File: src/rtl/knight_defines.svh
`ifndef KNIGHT_DEFINES_SVH
`define KNIGHT_DEFINES_SVH

// Board geometry. The solver's in-bounds tables assume a 5x5 board.
`define KT_DIM 5
`define KT_MOVES 24          // A full open tour takes 24 moves to visit 25 squares.

//////////////////////////////////////////////////
// Wishbone register map (word addresses).
//////////////////////////////////////////////////
`define KT_ADR_W 6           // Word address width of the slave port.
`define KT_REG_CTRL 0        // Start square and start request.
`define KT_REG_STAT 1        // Busy, ready and rejected flags.

// Trace entry i lives at this base plus i.
`define KT_TRACE_BASE 32

`endif
File: src/rtl/knight_pkg.sv
`include "knight_defines.svh"

package knight_pkg;

  // One-hot knight move. Bit 0 is (+1,+2) and the bits run counterclockwise.
  typedef logic [7:0] move_t;

  // A board square. The y field sits above x, matching the CTRL layout.
  typedef struct packed {
    logic [2:0] y;
    logic [2:0] x;
  } pos_t;

  // One replayed step: the move taken and the square it lands on.
  typedef struct packed {
    move_t move;
    pos_t  dest;
  } trace_entry_t;

  // Wishbone classic request, driven by the host.
  typedef struct packed {
    logic                 cyc;
    logic                 stb;
    logic                 we;
    logic [`KT_ADR_W-1:0] adr;
    logic [31:0]          dat;
  } wb_req_t;

  // Wishbone classic response, driven by the slave.
  typedef struct packed {
    logic        ack;
    logic [31:0] dat;
  } wb_rsp_t;

  //////////////////////////////////////////////////
  // Move offsets as 3-bit two's complement values.
  //////////////////////////////////////////////////
  // Adding them to a 3-bit coordinate wraps correctly for any on-board result.
  function automatic logic [2:0] move_dx(move_t m);
    case (m)
      8'h01, 8'h20: return 3'b001;   // +1
      8'h02, 8'h10: return 3'b111;   // -1
      8'h04, 8'h08: return 3'b110;   // -2
      8'h40, 8'h80: return 3'b010;   // +2
      default:      return 3'b000;   // Not a legal move code.
    endcase
  endfunction

  function automatic logic [2:0] move_dy(move_t m);
    case (m)
      8'h01, 8'h02: return 3'b010;   // +2
      8'h04, 8'h80: return 3'b001;   // +1
      8'h08, 8'h40: return 3'b111;   // -1
      8'h10, 8'h20: return 3'b110;   // -2
      default:      return 3'b000;
    endcase
  endfunction

endpackage

File: src/rtl/knight_tour_top.sv
module knight_tour_top
  import knight_pkg::*;
(
  input  logic    clk,
  input  logic    rst_n,
  input  wb_req_t wb_req,    // Host Wishbone request.
  output wb_rsp_t wb_rsp     // Ack and read data back to the host.
);

  logic         go;           // Accepted start pulse.
  pos_t         start;        // Accepted start square.
  logic         done;         // Solver finished.
  move_t        move;         // Solver move at indx.
  logic [4:0]   indx;         // Replay read pointer into the solver.
  logic         trace_ready;  // Replay holds a complete trace.
  logic [4:0]   rd_idx;       // Host trace read index.
  trace_entry_t trace_entry;  // Trace entry at rd_idx.

  //////////////////////////////////////////////////
  // Host registers, solver and replay.
  //////////////////////////////////////////////////
  tour_wb_regs u_regs (
    .clk         (clk),
    .rst_n       (rst_n),
    .wb_req      (wb_req),
    .wb_rsp      (wb_rsp),
    .go          (go),
    .start       (start),
    .trace_ready (trace_ready),
    .rd_idx      (rd_idx),
    .trace_entry (trace_entry)
  );

  tour_logic u_logic (
    .clk   (clk),
    .rst_n (rst_n),
    .go    (go),
    .start (start),
    .indx  (indx),
    .done  (done),
    .move  (move)
  );

  // Turns the stored move list into squares once the solver is done.
  tour_replay u_replay (
    .clk         (clk),
    .rst_n       (rst_n),
    .go          (go),
    .done        (done),
    .start       (start),
    .move        (move),
    .indx        (indx),
    .rd_idx      (rd_idx),
    .trace_entry (trace_entry),
    .trace_ready (trace_ready)
  );

endmodule

File: src/rtl/tour_wb_regs.sv
`include "knight_defines.svh"

module tour_wb_regs
  import knight_pkg::*;
(
  input  logic         clk,
  input  logic         rst_n,
  input  wb_req_t      wb_req,
  output wb_rsp_t      wb_rsp,
  output logic         go,           // One-cycle start pulse to the solver and replay.
  output pos_t         start,        // Accepted start square.
  input  logic         trace_ready,  // Replay has stored the full trace.
  output logic [4:0]   rd_idx,       // Trace entry picked by the address offset.
  input  trace_entry_t trace_entry
);

  logic        ack_q;         // Single-cycle Wishbone ack.
  logic [31:0] rdat_q;        // Read data returned with ack.
  logic        busy_q;        // A search is running.
  logic        ready_q;       // A stored tour is readable.
  logic        rejected_q;    // The last start request was refused.
  logic        trace_ready_q; // Previous trace_ready, for edge detection.
  logic        trace_rise;    // Replay finished this cycle.
  logic        busy;          // Busy as seen by the host.
  logic        ready;         // Ready as seen by the host.
  logic        access;        // A new request is sampled this cycle.
  logic        start_req;     // CTRL write with the start bit set.
  logic        req_ok;        // Start square is on the board and even.
  logic        in_trace;      // Address falls in the trace window.
  logic [31:0] stat_word;
  pos_t        req_pos;

  //////////////////////////////////////////////////
  // Bus decode.
  //////////////////////////////////////////////////
  assign access    = wb_req.cyc & wb_req.stb & ~ack_q;  // No second ack on a held request.
  assign start_req = access & wb_req.we & wb_req.dat[31]
                   & (wb_req.adr == `KT_ADR_W'(`KT_REG_CTRL));
  assign in_trace  = (wb_req.adr >= `KT_ADR_W'(`KT_TRACE_BASE))
                   && (wb_req.adr < `KT_ADR_W'(`KT_TRACE_BASE + `KT_MOVES));
  assign rd_idx    = 5'(wb_req.adr - `KT_ADR_W'(`KT_TRACE_BASE));

  // Open tours on 5x5 exist only from squares with an even coordinate sum.
  assign req_pos = wb_req.dat[5:0];
  assign req_ok  = (req_pos.x < 3'(`KT_DIM)) && (req_pos.y < 3'(`KT_DIM))
                && (req_pos.x[0] == req_pos.y[0]);

  // Busy drops and ready rises in the very cycle the replay finishes.
  assign trace_rise = trace_ready & ~trace_ready_q;
  assign busy       = busy_q & ~trace_rise;
  assign ready      = ready_q | trace_rise;
  assign stat_word  = {29'd0, rejected_q, ready, busy};

  //////////////////////////////////////////////////
  // Control and status flags.
  //////////////////////////////////////////////////
  always_ff @(posedge clk, negedge rst_n) begin
    if (!rst_n) begin
      ack_q         <= 1'b0;
      go            <= 1'b0;
      busy_q        <= 1'b0;
      ready_q       <= 1'b0;
      rejected_q    <= 1'b0;
      trace_ready_q <= 1'b0;
    end else begin
      ack_q         <= access;
      trace_ready_q <= trace_ready;
      go            <= 1'b0;
      if (trace_rise) begin
        busy_q  <= 1'b0;
        ready_q <= 1'b1;
      end
      // A request while busy leaves every flag alone.
      if (start_req && !busy) begin
        ready_q <= 1'b0;
        if (req_ok) begin
          busy_q     <= 1'b1;
          rejected_q <= 1'b0;
          go         <= 1'b1;     // Lines up with the ack cycle.
        end else begin
          rejected_q <= 1'b1;
        end
      end
    end
  end

  always_ff @(posedge clk) begin
    if (start_req && !busy && req_ok)
      start <= req_pos;           // Held stable for the whole search.
  end

  // Read data is captured with the request and presented alongside ack.
  always_ff @(posedge clk) begin
    if (access) begin
      if (wb_req.we)
        rdat_q <= '0;
      else if (wb_req.adr == `KT_ADR_W'(`KT_REG_STAT))
        rdat_q <= stat_word;
      else if (in_trace)
        rdat_q <= 32'(trace_entry);
      else
        rdat_q <= '0;             // CTRL and unmapped words read as zero.
    end
  end

  assign wb_rsp.ack = ack_q;
  assign wb_rsp.dat = rdat_q;

endmodule

File: src/rtl/tour_replay.sv
`include "knight_defines.svh"

module tour_replay
  import knight_pkg::*;
(
  input  logic         clk,
  input  logic         rst_n,
  input  logic         go,           // New search. Drops the old trace.
  input  logic         done,         // Solver finished. Replay starts next cycle.
  input  pos_t         start,        // Start square of the search.
  input  move_t        move,         // Solver move at indx.
  output logic [4:0]   indx,         // Depth being replayed.
  input  logic [4:0]   rd_idx,       // Trace entry asked for by the register block.
  output trace_entry_t trace_entry,  // Entry at rd_idx, zero past the end.
  output logic         trace_ready   // The whole trace is stored.
);

  trace_entry_t trace [`KT_MOVES];   // One entry per move of the tour.
  trace_entry_t step;                // Entry built from the current move.
  pos_t         pos_q;               // Square the knight stands on during replay.
  logic         active;              // Replay walk in progress.
  logic         last_step;           // Walk reaches the final move this cycle.

  assign last_step = (indx == 5'(`KT_MOVES - 1));

  // Each step is the running square plus the decoded move offset.
  assign step.move   = move;
  assign step.dest.x = pos_q.x + move_dx(move);
  assign step.dest.y = pos_q.y + move_dy(move);

  //////////////////////////////////////////////////
  // Walk control.
  //////////////////////////////////////////////////
  always_ff @(posedge clk, negedge rst_n) begin
    if (!rst_n) begin
      active      <= 1'b0;
      indx        <= 5'd0;
      trace_ready <= 1'b0;
    end else if (go) begin
      active      <= 1'b0;
      indx        <= 5'd0;
      trace_ready <= 1'b0;       // The old trace is no longer valid.
    end else if (done) begin
      active <= 1'b1;            // Index 0 is read on the next cycle.
      indx   <= 5'd0;
    end else if (active) begin
      if (last_step) begin
        active      <= 1'b0;
        trace_ready <= 1'b1;     // All 24 entries are written at this edge.
      end else begin
        indx <= indx + 5'd1;
      end
    end
  end

  // The running square starts at the captured start square and follows the walk.
  always_ff @(posedge clk) begin
    if (go)
      pos_q <= start;
    else if (active)
      pos_q <= step.dest;
  end

  always_ff @(posedge clk) begin
    if (active)
      trace[indx] <= step;
  end

  //////////////////////////////////////////////////
  // Read port.
  //////////////////////////////////////////////////
  // Indices past the tour read as zero.
  assign trace_entry = (rd_idx < 5'(`KT_MOVES)) ? trace[rd_idx] : '0;

endmodule

File: src/rtl/tour_logic.sv
`include "knight_defines.svh"

module tour_logic
  import knight_pkg::*;
(
  input  logic       clk,
  input  logic       rst_n,
  input  logic       go,      // Starts a new search from start.
  input  pos_t       start,   // Start square, already checked by the register block.
  input  logic [4:0] indx,    // Selects which stored move appears on move.
  output logic       done,    // One-cycle pulse when the 24th move lands.
  output move_t      move     // Stored move at depth indx.
);

  typedef enum logic [2:0] {IDLE, INIT, POSSIBLE, MAKE_MOVE, BACKUP} state_t;

  //////////////////////////////////////////////////
  // Search state.
  //////////////////////////////////////////////////
  logic [4:0] board [64];               // Move number per square, zero when unvisited.
  move_t      last_move [`KT_MOVES];    // Move taken (or being retried) at each depth.
  move_t      poss_moves [`KT_MOVES];   // In-bounds moves from the square at each depth.
  move_t      move_try;                 // Candidate move at the current depth.
  logic [4:0] move_num;                 // Current depth in the tour.
  logic [4:0] prev_num;                 // Depth we return to on a backup.
  pos_t       cur;                      // Square the knight stands on.
  pos_t       nxt_pos;                  // Square that move_try would reach.
  pos_t       back_pos;                 // Square the knight came from.

  // Control strobes from the FSM.
  logic       zero;                     // Clear the board and depth counter.
  logic       init;                     // Place the knight on the start square.
  logic       calc;                     // Capture the in-bounds mask for this square.
  logic       update_position;          // Commit move_try and step forward.
  logic       next_move;                // Shift to the next candidate.
  logic       backup;                   // Undo the last committed move.
  logic       move_poss;                // Candidate is on the board and unvisited.
  logic       have_move;                // Candidates remain at this depth.
  logic       prev_have_move;           // Candidates remain at the depth we backed into.
  logic       tour_done;                // Current depth is the last move of the tour.
  state_t     state, nxt_state;

  // The legal moves from a square are the intersection of an x mask and a y mask.
  function automatic move_t calc_poss(pos_t p);
    move_t xm;
    move_t ym;
    case (p.x)
      3'd0:    xm = 8'b1110_0001;   // Only moves with dx >= 0.
      3'd1:    xm = 8'b1111_0011;   // No dx of -2.
      3'd2:    xm = 8'b1111_1111;
      3'd3:    xm = 8'b0011_1111;   // No dx of +2.
      3'd4:    xm = 8'b0001_1110;   // Only moves with dx <= 0.
      default: xm = 8'b0000_0000;
    endcase
    case (p.y)
      3'd0:    ym = 8'b1000_0111;
      3'd1:    ym = 8'b1100_1111;
      3'd2:    ym = 8'b1111_1111;
      3'd3:    ym = 8'b1111_1100;
      3'd4:    ym = 8'b0111_1000;
      default: ym = 8'b0000_0000;
    endcase
    return xm & ym;
  endfunction

  assign prev_num = move_num - 5'd1;

  // Forward and reverse steps from the current square.
  assign nxt_pos.x  = cur.x + move_dx(move_try);
  assign nxt_pos.y  = cur.y + move_dy(move_try);
  assign back_pos.x = cur.x - move_dx(last_move[prev_num]);
  assign back_pos.y = cur.y - move_dy(last_move[prev_num]);

  // The mask check also guarantees nxt_pos is a real square before the board is trusted.
  assign move_poss = (|(poss_moves[move_num] & move_try)) && (board[nxt_pos] == 5'd0);
  assign have_move      = (move_try != 8'h80);           // Bit 7 is the last one tried.
  assign prev_have_move = (last_move[move_num] != 8'h80);
  assign tour_done      = (move_num == 5'(`KT_MOVES - 1));

  assign move = last_move[indx];   // Read port for the replay unit.

  //////////////////////////////////////////////////
  // Datapath registers.
  //////////////////////////////////////////////////
  always_ff @(posedge clk) begin
    if (zero) begin
      for (int i = 0; i < 64; i++) begin
        board[i] <= 5'd0;
      end
    end else if (init) begin
      board[start] <= 5'd1;                  // The start square is move number 1.
    end else if (update_position) begin
      board[nxt_pos] <= move_num + 5'd2;
    end else if (backup) begin
      board[cur] <= 5'd0;                    // Free the square we are leaving.
    end
  end

  always_ff @(posedge clk) begin
    if (init)
      cur <= start;
    else if (update_position)
      cur <= nxt_pos;
    else if (backup)
      cur <= back_pos;
  end

  always_ff @(posedge clk) begin
    if (zero)
      move_num <= 5'd0;
    else if (update_position)
      move_num <= move_num + 5'd1;
    else if (backup)
      move_num <= prev_num;
  end

  // Candidates start at bit 0. A backup resumes just past the move that failed.
  always_ff @(posedge clk) begin
    if (calc)
      move_try <= 8'h01;
    else if (next_move)
      move_try <= {move_try[6:0], 1'b0};
    else if (backup)
      move_try <= {last_move[prev_num][6:0], 1'b0};
  end

  always_ff @(posedge clk) begin
    if (calc)
      poss_moves[move_num] <= calc_poss(cur);
  end

  always_ff @(posedge clk) begin
    if (update_position)
      last_move[move_num] <= move_try;   // Becomes the stored solution at the end.
  end

  //////////////////////////////////////////////////
  // Control FSM.
  //////////////////////////////////////////////////
  always_ff @(posedge clk, negedge rst_n) begin
    if (!rst_n)
      state <= IDLE;
    else
      state <= nxt_state;
  end

  always_comb begin
    nxt_state       = state;
    zero            = 1'b0;
    init            = 1'b0;
    calc            = 1'b0;
    update_position = 1'b0;
    next_move       = 1'b0;
    backup          = 1'b0;
    done            = 1'b0;

    case (state)
      INIT: begin
        init      = 1'b1;
        nxt_state = POSSIBLE;
      end
      POSSIBLE: begin
        calc      = 1'b1;          // Mask for the new square, first candidate.
        nxt_state = MAKE_MOVE;
      end
      MAKE_MOVE: begin
        if (move_poss) begin
          update_position = 1'b1;
          if (tour_done) begin
            done      = 1'b1;      // Last move lands this cycle.
            nxt_state = IDLE;
          end else begin
            nxt_state = POSSIBLE;
          end
        end else if (have_move) begin
          next_move = 1'b1;
        end else begin
          backup    = 1'b1;        // Dead end, so step back one square.
          nxt_state = BACKUP;
        end
      end
      BACKUP: begin
        // Keep unwinding while the depth we land on has also run out of moves.
        if (prev_have_move)
          nxt_state = MAKE_MOVE;
        else
          backup = 1'b1;
      end
      default: begin               // IDLE waits for a start.
        if (go) begin
          zero      = 1'b1;
          nxt_state = INIT;
        end
      end
    endcase
  end

endmodule

File: config.mk
export PLATFORM = sky130hd
export DESIGN_NAME = knight_tour_top
export DESIGN_NICKNAME = d
export VERILOG_FILES = /design/src/rtl/knight_pkg.sv /design/src/rtl/knight_tour_top.sv /design/src/rtl/tour_wb_regs.sv /design/src/rtl/tour_replay.sv /design/src/rtl/tour_logic.sv
export VERILOG_INCLUDE_DIRS = /design/src /design/src/rtl
export SDC_FILE = /design/constraint.sdc
export NUM_CORES = 2
export LEC_CHECK = 0
export ABC_CLOCK_PERIOD_IN_PS = 9500
export BUFFER_PORTS_ARGS = -buffer_cell sky130_fd_sc_hd__buf_4
export CAP_MARGIN = 40
export CORE_MARGIN = 3
export CORE_UTILIZATION = 50
export CTS_CLUSTER_DIAMETER = 40
export DETAILED_ROUTE_END_ITERATION = 8
export PLACE_DENSITY = 0.66
export SETUP_SLACK_MARGIN = 0.15
export SLEW_MARGIN = 20
export SYNTH_ARGS = -nofsm -noshare
export SYNTH_HDL_FRONTEND = slang
export SYNTH_HIERARCHICAL = 1
export SYNTH_SLANG_ARGS = --single-unit
File: constraint.sdc
create_clock -name clk -period 9.5 [get_ports clk]
set_input_delay 1.9 -clock clk [delete_from_list [all_inputs] [get_ports clk]]
set_output_delay 1.9 -clock clk [all_outputs]
set_load 0.01 [all_outputs]
### Yosys cells after proc, flatten, opt, wreduce, memory -nomap -nowiden

Memory sizes are Yosys's and may differ from the RTL's. A register that Yosys moved wholly into a read port is not among the register bits.
Index checks and enable logic that the tools add are counted.

* word-level logic and storage cells: 251
* register bits after elaboration: 79
* bits in writable memories: 1040
* latch bits: 0
* output and inout port bits: 33
* bits in read-only memories: 0
* memories kept: 4
* input port bits: 43

Memory list
* u_replay.trace: depth 24, bits a word 14, read ports 1, clocked after memory_dff 0, write ports 1, line tour_replay.sv:18 `` trace_entry_t trace [`KT_MOVES]; ``
* u_logic.board: depth 64, bits a word 5, read ports 1, clocked after memory_dff 0, write ports 64, line tour_logic.sv:20 `logic [4:0] board [64];`
* u_logic.last_move: depth 24, bits a word 8, read ports 3, clocked after memory_dff 1, write ports 1, line tour_logic.sv:21 `` move_t last_move [`KT_MOVES]; ``
* u_logic.poss_moves: depth 24, bits a word 8, read ports 1, clocked after memory_dff 1, write ports 1, line tour_logic.sv:22 `` move_t poss_moves [`KT_MOVES]; ``

* reductions and logical operators: 53
* $mul: 0
* div/mod/pow operators: 0
* shift-type cells: 0
* equal/unequal tests: 46
* add/subtract/negate cells: 11
* bitwise gates (word level): 15
* multiplexer cells: 96
* order comparisons: 5

Operators with widths (count)
* 3-bit case mux with 4 select lines: 7
* 8-bit case mux with 5 select lines: 2
* 5-bit two-way mux: 13
* 1-bit two-way mux: 53
* 2-bit OR reduction: 25
* 6-bit two-way mux: 8
* 8-bit two-way mux: 4
* 8-bit by 1-bit == test with 1-bit output, second input constant: 3
* 8-bit by 2-bit == test with 1-bit output, second input constant: 3
* 8-bit by 3-bit == test with 1-bit output, second input constant: 3
* 8-bit by 4-bit == test with 1-bit output, second input constant: 3
* 8-bit by 5-bit == test with 1-bit output, second input constant: 3
* 8-bit by 6-bit == test with 1-bit output, second input constant: 3
* 8-bit by 7-bit == test with 1-bit output, second input constant: 3
* 8-bit == test, second input constant: 3
* 3-bit two-way mux: 7
* 3-bit by 2-bit == test with 1-bit output, second input constant: 6
* 8-bit AND: 2
* 8-bit inequality test, second input constant: 2
* 5-bit OR reduction: 3
* 3-bit adder: 4
* 5-bit by 1-bit adder with 5-bit output, second input constant: 2
* 5-bit == test, second input constant: 2
* 2-bit nonzero test: 5
* 30 further kinds: 57

### Logic depth before layout (Yosys ltp)

An unclocked memory read counts as a cell.

* depth after elaboration: 16
* mapped depth: 25
* depth with buffers taken out: 18

### Modules after synthesis

The synthesis kept the hierarchy.

Modules (own cells, without submodules)
* tour_logic: sequential area each 21755.9 µm², area each 34440.5 µm², cells each 2408, times used 1
* tour_replay: sequential area each 10445.0 µm², area each 14051.0 µm², cells each 794, times used 1
* tour_wb_regs: sequential area each 750.7 µm², area each 1199.9 µm², cells each 91, times used 1

### Worst setup path before layout

OpenSTA, ideal clock, no wires.

* path type: reg-to-reg
* start: reg u_logic.move_num[0]
* end: reg u_logic/cur[5] (netlist name) (data pin)
* data required time: 9221 ps
* buffers on the path: 7
* arrival: 5967 ps
* cell stages (with the launch flop): 23
* slack: 3254 ps
* clock period less this slack: 6246 ps
* library setup time: 279 ps
* cell sequence: dfxtp_1 clkbuf_1 buf_2 buf_1 clkbuf_1 inv_1 ha_1 clkbuf_1 clkbuf_1 clkbuf_1 mux4_2 mux4_2 a21oi_1 xor2_1 nand2_1 o21ai_0 nand2_1 a21oi_1 ha_1 fa_1 xnor2_1 xnor2_1 o221ai_1

* longest elaborated chain between the ends: 9
* elaborated cells between the ends (all ways): 19
* classes of those cells: add/sub (2); eq/ne (8); mux (4); reduce/logical (4); memory (1)

Ends and longest elaborated chain
* from (decl): line tour_logic.sv:24 `logic [4:0] move_num;`
* from (signal assigned): line tour_logic.sv:112 `move_num <= move_num + 5'd1;`
* from (signal assigned): line tour_logic.sv:114 `move_num <= prev_num;`
* 5-bit by 1-bit subtractor with 5-bit output (*): line tour_logic.sv:66 `assign prev_num = move_num - 5'd1;`
* memory read 24 x 8 bit (*)
* 8-bit by 5-bit == test with 1-bit output, or another cell as far along: line knight_pkg.sv:50 `case (m)`
* 2-bit OR reduction: line knight_pkg.sv:50
* 3-bit case mux with 4 select lines (*): line knight_pkg.sv:50
* 3-bit subtractor (*): line tour_logic.sv:72 `assign back_pos.y = cur.y - move_dy(last_move[prev_num]);`
* 6-bit two-way mux (*): line tour_logic.sv:104 `else if (backup)`
* 6-bit two-way mux (*): line tour_logic.sv:102 `else if (update_position)`
* 6-bit two-way mux (*): line tour_logic.sv:100 `if (init)`
* to (signal assigned): line tour_logic.sv:101 `cur <= start;`
* to (signal assigned): line tour_logic.sv:103 `cur <= nxt_pos;`
* to (signal assigned): line tour_logic.sv:105 `cur <= back_pos;`
* to (decl): line tour_logic.sv:26 `pos_t cur;`

Mark *: on every way between the ends. The rest lies on a longest branch, timed or not. The select of a mux whose other input is x is not followed.
A chain may end at the register's enable or synchronous reset.

==> key figures <==
Worst setup path
  – Number of buffer and inverter stages on the critical path: 4
  – WP data required: 9.87 ns
  – Crit path launch type: flip-flop
  – Setup CP Type: reg2reg
  – Slowest CP cell: or4_1
  – Crit path cell chain: buf_4 > or4_1 > or3_1 > a211o_1 > o21ai_0 > fa_2 > buf_4 > nor3_1 > a21oi_1 > mux4_2 > a2111oi_1 > a31oi_1 > a21oi_2 > nand2_2 > buf_12 > mux2i_4 > buf_4 > o21ai_0
  – Worst path most repeated cell: buf_4
  – Top Family by Delay on Critical Path: compound AO/OA/AOI/OAI gates
  – CP arrival: roughly 8.4 ns
  – Critical Path Sink Type: flip-flop
  – CP max FO: 50
  – Slowest stage delay, CP: between 0.6 and 0.7 ns
  – Reg2reg start: u_logic/move_try[4]
  – Beginning of the critical path: u_logic/move_try[4]

Global routing
  – Global Route Usage Sum: 0.240
  – Overflow after GRT: 0
  – Initial antenna violation count: 1
  – Global-route wire length before repair: 187,000 um
  – Vias in the first global route: 30,469
  – Largest net degree at the start of global routing: between 60 and 70

Clocking
  – Clk Tree Root Cell: clkbuf_16
  – CTS tree: done
  – Post-CTS Setup Inserts: 0
  – Post_cts resized: 0
  – Clk sinks: approximately 1,100
  – Hold-fix buffers, CTS: 0
  – CTS buffer count: around 140
  – Worst-path clk slew: roughly 0.06 ns
  – H-tree depth: 4
  – Bufs on Longest Clock Path: 3
  – Skew-Pair Late Insertion Delay: 0.75 ns

Place
  – Gpl congestion: between 0.8 and 0.9
  – PortBufs: 32
  – Setup WS pre-CTS: 1.41 ns
  – Area after DPL: between 50,000 and 60,000 um2
  – Dpl hpwl: just under 80,000 um

STA
  – Unrepaired setup endpoints after global routing: false
  – Worst-Margin Slew: 0.895 ns
  – Fin worst setup slack: between 1 and 1.5 ns
  – F_max: ~0.12 GHz
  – Part of the cycle the worst path needs: 0.844
  – Final hold violation count: 0
  – Final hold slack: roughly 0.42 ns
  – Crit path time final: about 8 ns
  – Max-slew violation count: 0
  – Relative slew slack: 0.403
  – Clk_skew: 0.0319 ns
  – Post-route setup TNS: 0 ns
  – Final setup viols: 0

Power
  – Leak Pwr: around 0.018 uW
  – Int Pwr: between 8000 and 9000 uW
  – VDD IR-drop max: ~0.17 mV
  – Net Sw Power: roughly 2200 uW
  – Switching Share: 0.205
  – Comb pwr share: 0.010
  – Cell Pwr Density: 187 nW/um2
  – Clock power share: 0.493
  – Sequential Power Share: 0.497

Detailed routing
  – Vias per cell: approximately 6.4
  – Final Routed Wirelength: between 100,000 and 150,000 um
  – Vias post-DR: slightly above 30,000
  – DRC Markers: 0
  – Post-route ant nets: 0
  – Initial DRC count: around 3,700
  – Avg WL per Cell: around 26 um
  – DRT Pass-1 Iters: 6

Synthesis
  – Syn_area_per_cell: between 15 and 20 um2
  – Area share of the largest cell type after synthesis: 0.648
  – Yosys reg bits: around 1,100
  – Sequential area share after synthesis: 0.663
  – Mapped Area: around 50,000 um2
  – Async SR Flop Fraction: 0.0145
  – Mapped Cells: ~3,300
  – Post-synth EDFFs: approximately 1,100
  – Post-synth top area cell: edfxtp_1
  – Synth area leaders: edfxtp_1 65%, mux4_2 7.7%, mux2i_1 3.5%, nor3_1 2.8%, nor2_1 1.6%
  – Distinct cells, synth: roughly 110
  – Main synth FF type: edfxtp_1
  – Ys Warns: 6

Final layout
  – Register area: around 33,000 um2
  – Area delta synth->final: 13.9%
  – Layout cell share with drive strength beyond 1: 0.225
  – Fin nets: around 3,400
  – Multi-input logic area: ~15,000 um2
  – Fin util: 0.575
  – Fill cell total of the finished layout: around 7,500
  – Post-Layout Inst Area: ~57,000 um2

Floorplan
  – Boundary Pins: 76
  – # rows: about 120
  – Die Height: roughly 320 um
  – Die X: between 300 and 400 um
  – Starting density of the core: 0.505
  – Core Region: just under 100,000 um2
  – Die area: 103,000 um2

Outcome
  – Status: finished, final reports clean

Hold path
  – Hold Crit Class: reg2reg
  – HP Start: u_replay/trace_ready

Flow run
  – Max-cap viol count: 0
[synthesized netlist by cell type (all sizes together) (10+ instances only)]
library cell     n
nand3b          16
nand3           64
o221ai          12
nor4            74
a21oi          104
clkbuf         113
inv             38
and2            21
nand4           12
nand2          119
nor4b           28
a221oi          16
xor2            12
a22oi           54
xnor2           23
nand4b          10
a31oi           17
mux4           170
ha              18
mux2            25
buf            165
nand2b          14
nor2b           13
or4             16
mux2i          177
or3             10
edfxtp        1072
nor3           350
dfrtp           16
o21ai          117
a211oi          30
o211ai          22
dfxtp           18
nor2           211
[cell families after synthesis]
group	after synthesis	synth area share
AO/OA/AOI/OAI	447	0.0627
XOR/XNOR	35	0.00632
adder cells (fa/ha/maj)	24	0.00695
buffers and inverters	318	0.0320
flip-flops	1106	0.663
multiplexers	372	0.118
other	1	0.0000755
AND/OR/NAND/NOR	990	0.110
[worst paths after layout]
kind	to	slack [ns]	depth (start not counted)
worst min register to register	u_regs/trace_ready_q	0.42	0
worst max-delay path	u_logic/board[42][2]	1.48	18
max in group asynchronous	u_replay/indx[1]	8.22	1
worst min-delay path	u_regs/trace_ready_q	0.42	0
worst max register to register	u_logic/board[42][2]	1.48	18
min in group asynchronous	u_regs/ack_q	1.03	1
[metrics by stage]
stage / cells / power, uW
CTS: 4726 / 10700
finish: 4756 / 10600
floorplan: 3310 / 5450
global placement: 4459 / 5480
detailed placement: 4481 / 5480
global route: 4754 / 10900
[worst reg2reg max path, stage by stage, from the launching register on]
cell and delay (ns):
dfxtp_1 0.60, buf_4 0.38, or4_1 0.66, or3_1 0.38, a211o_1 0.30, o21ai_0 0.11
fa_2 0.55, buf_4 0.36, nor3_1 0.35, a21oi_1 0.07, mux4_2 0.53, a2111oi_1 0.57
a31oi_1 0.24, a21oi_2 0.65, nand2_2 0.30, buf_12 0.26, mux2i_4 0.62, buf_4 0.41
o21ai_0 0.31
[per-layer routing]
metal | up-vias | GRT usage | part of all wire
li1 | 13174 | - | -
met1 | 15437 | 0.330 | 0.40
met2 | 1589 | 0.384 | 0.48
met3 | 262 | 0.0462 | 0.090
met4 | 0 | 0.0897 | 0.031
met5 | - | 0 | 0
[flip-flops by register name, indices dropped and copies added (netlist names), 3 cells and up, named ones only]
register	cells
u_logic/board	320
u_logic/cur	6
u_logic/last_move	192
u_logic/move_num	5
u_logic/move_try	8
u_logic/poss_moves	192
u_logic/state	3
u_regs/rdat_q	14
u_regs/start	6
u_replay/indx	5
u_replay/pos_q	6
u_replay/trace	336
[cell type report]
type	count	share of cell area
inverter	40	0.00265
sequential	1106	0.582
multi-input combinational	1886	0.273
tap	1287	0.0284
antenna	2	0.0000884
timing repair buffer	190	0.0311
clock inverter	94	0.0206
clock buffer	151	0.0622
[power groups by stage]
stage               Sequential, uW  Clock (uW)  Combinational (uW)
floorplan                     5380           0                71.0
global placement              5370           0                 104
detailed placement            5370           0                 107
CTS                           5270        5320                 107
global route                  5270        5530                 115
finish                        5270        5230                 108
[layout by cell type, fill, tap and decap left out, types with 18 or more instances in the layout]
cell	synthesis	final
nor4_1	71	70
a21oi_1	98	89
nor3_2	76	83
buf_4	41	158
o211ai_1	22	22
and2_1	21	21
edfxtp_1	1072	1072
mux2_2	23	23
mux4_2	170	170
nor4b_1	27	27
inv_1	38	38
nor2_1	210	204
clkbuf_16	0	138
o21ai_0	99	99
a211oi_1	30	26
nor3_1	274	267
nand3_1	63	63
clkinv_1	2	18
mux2i_1	176	171
nand2_1	113	111
xnor2_1	23	20
conb_1	1	18
a22oi_1	54	54
Power figures use the tool's default switching activity.
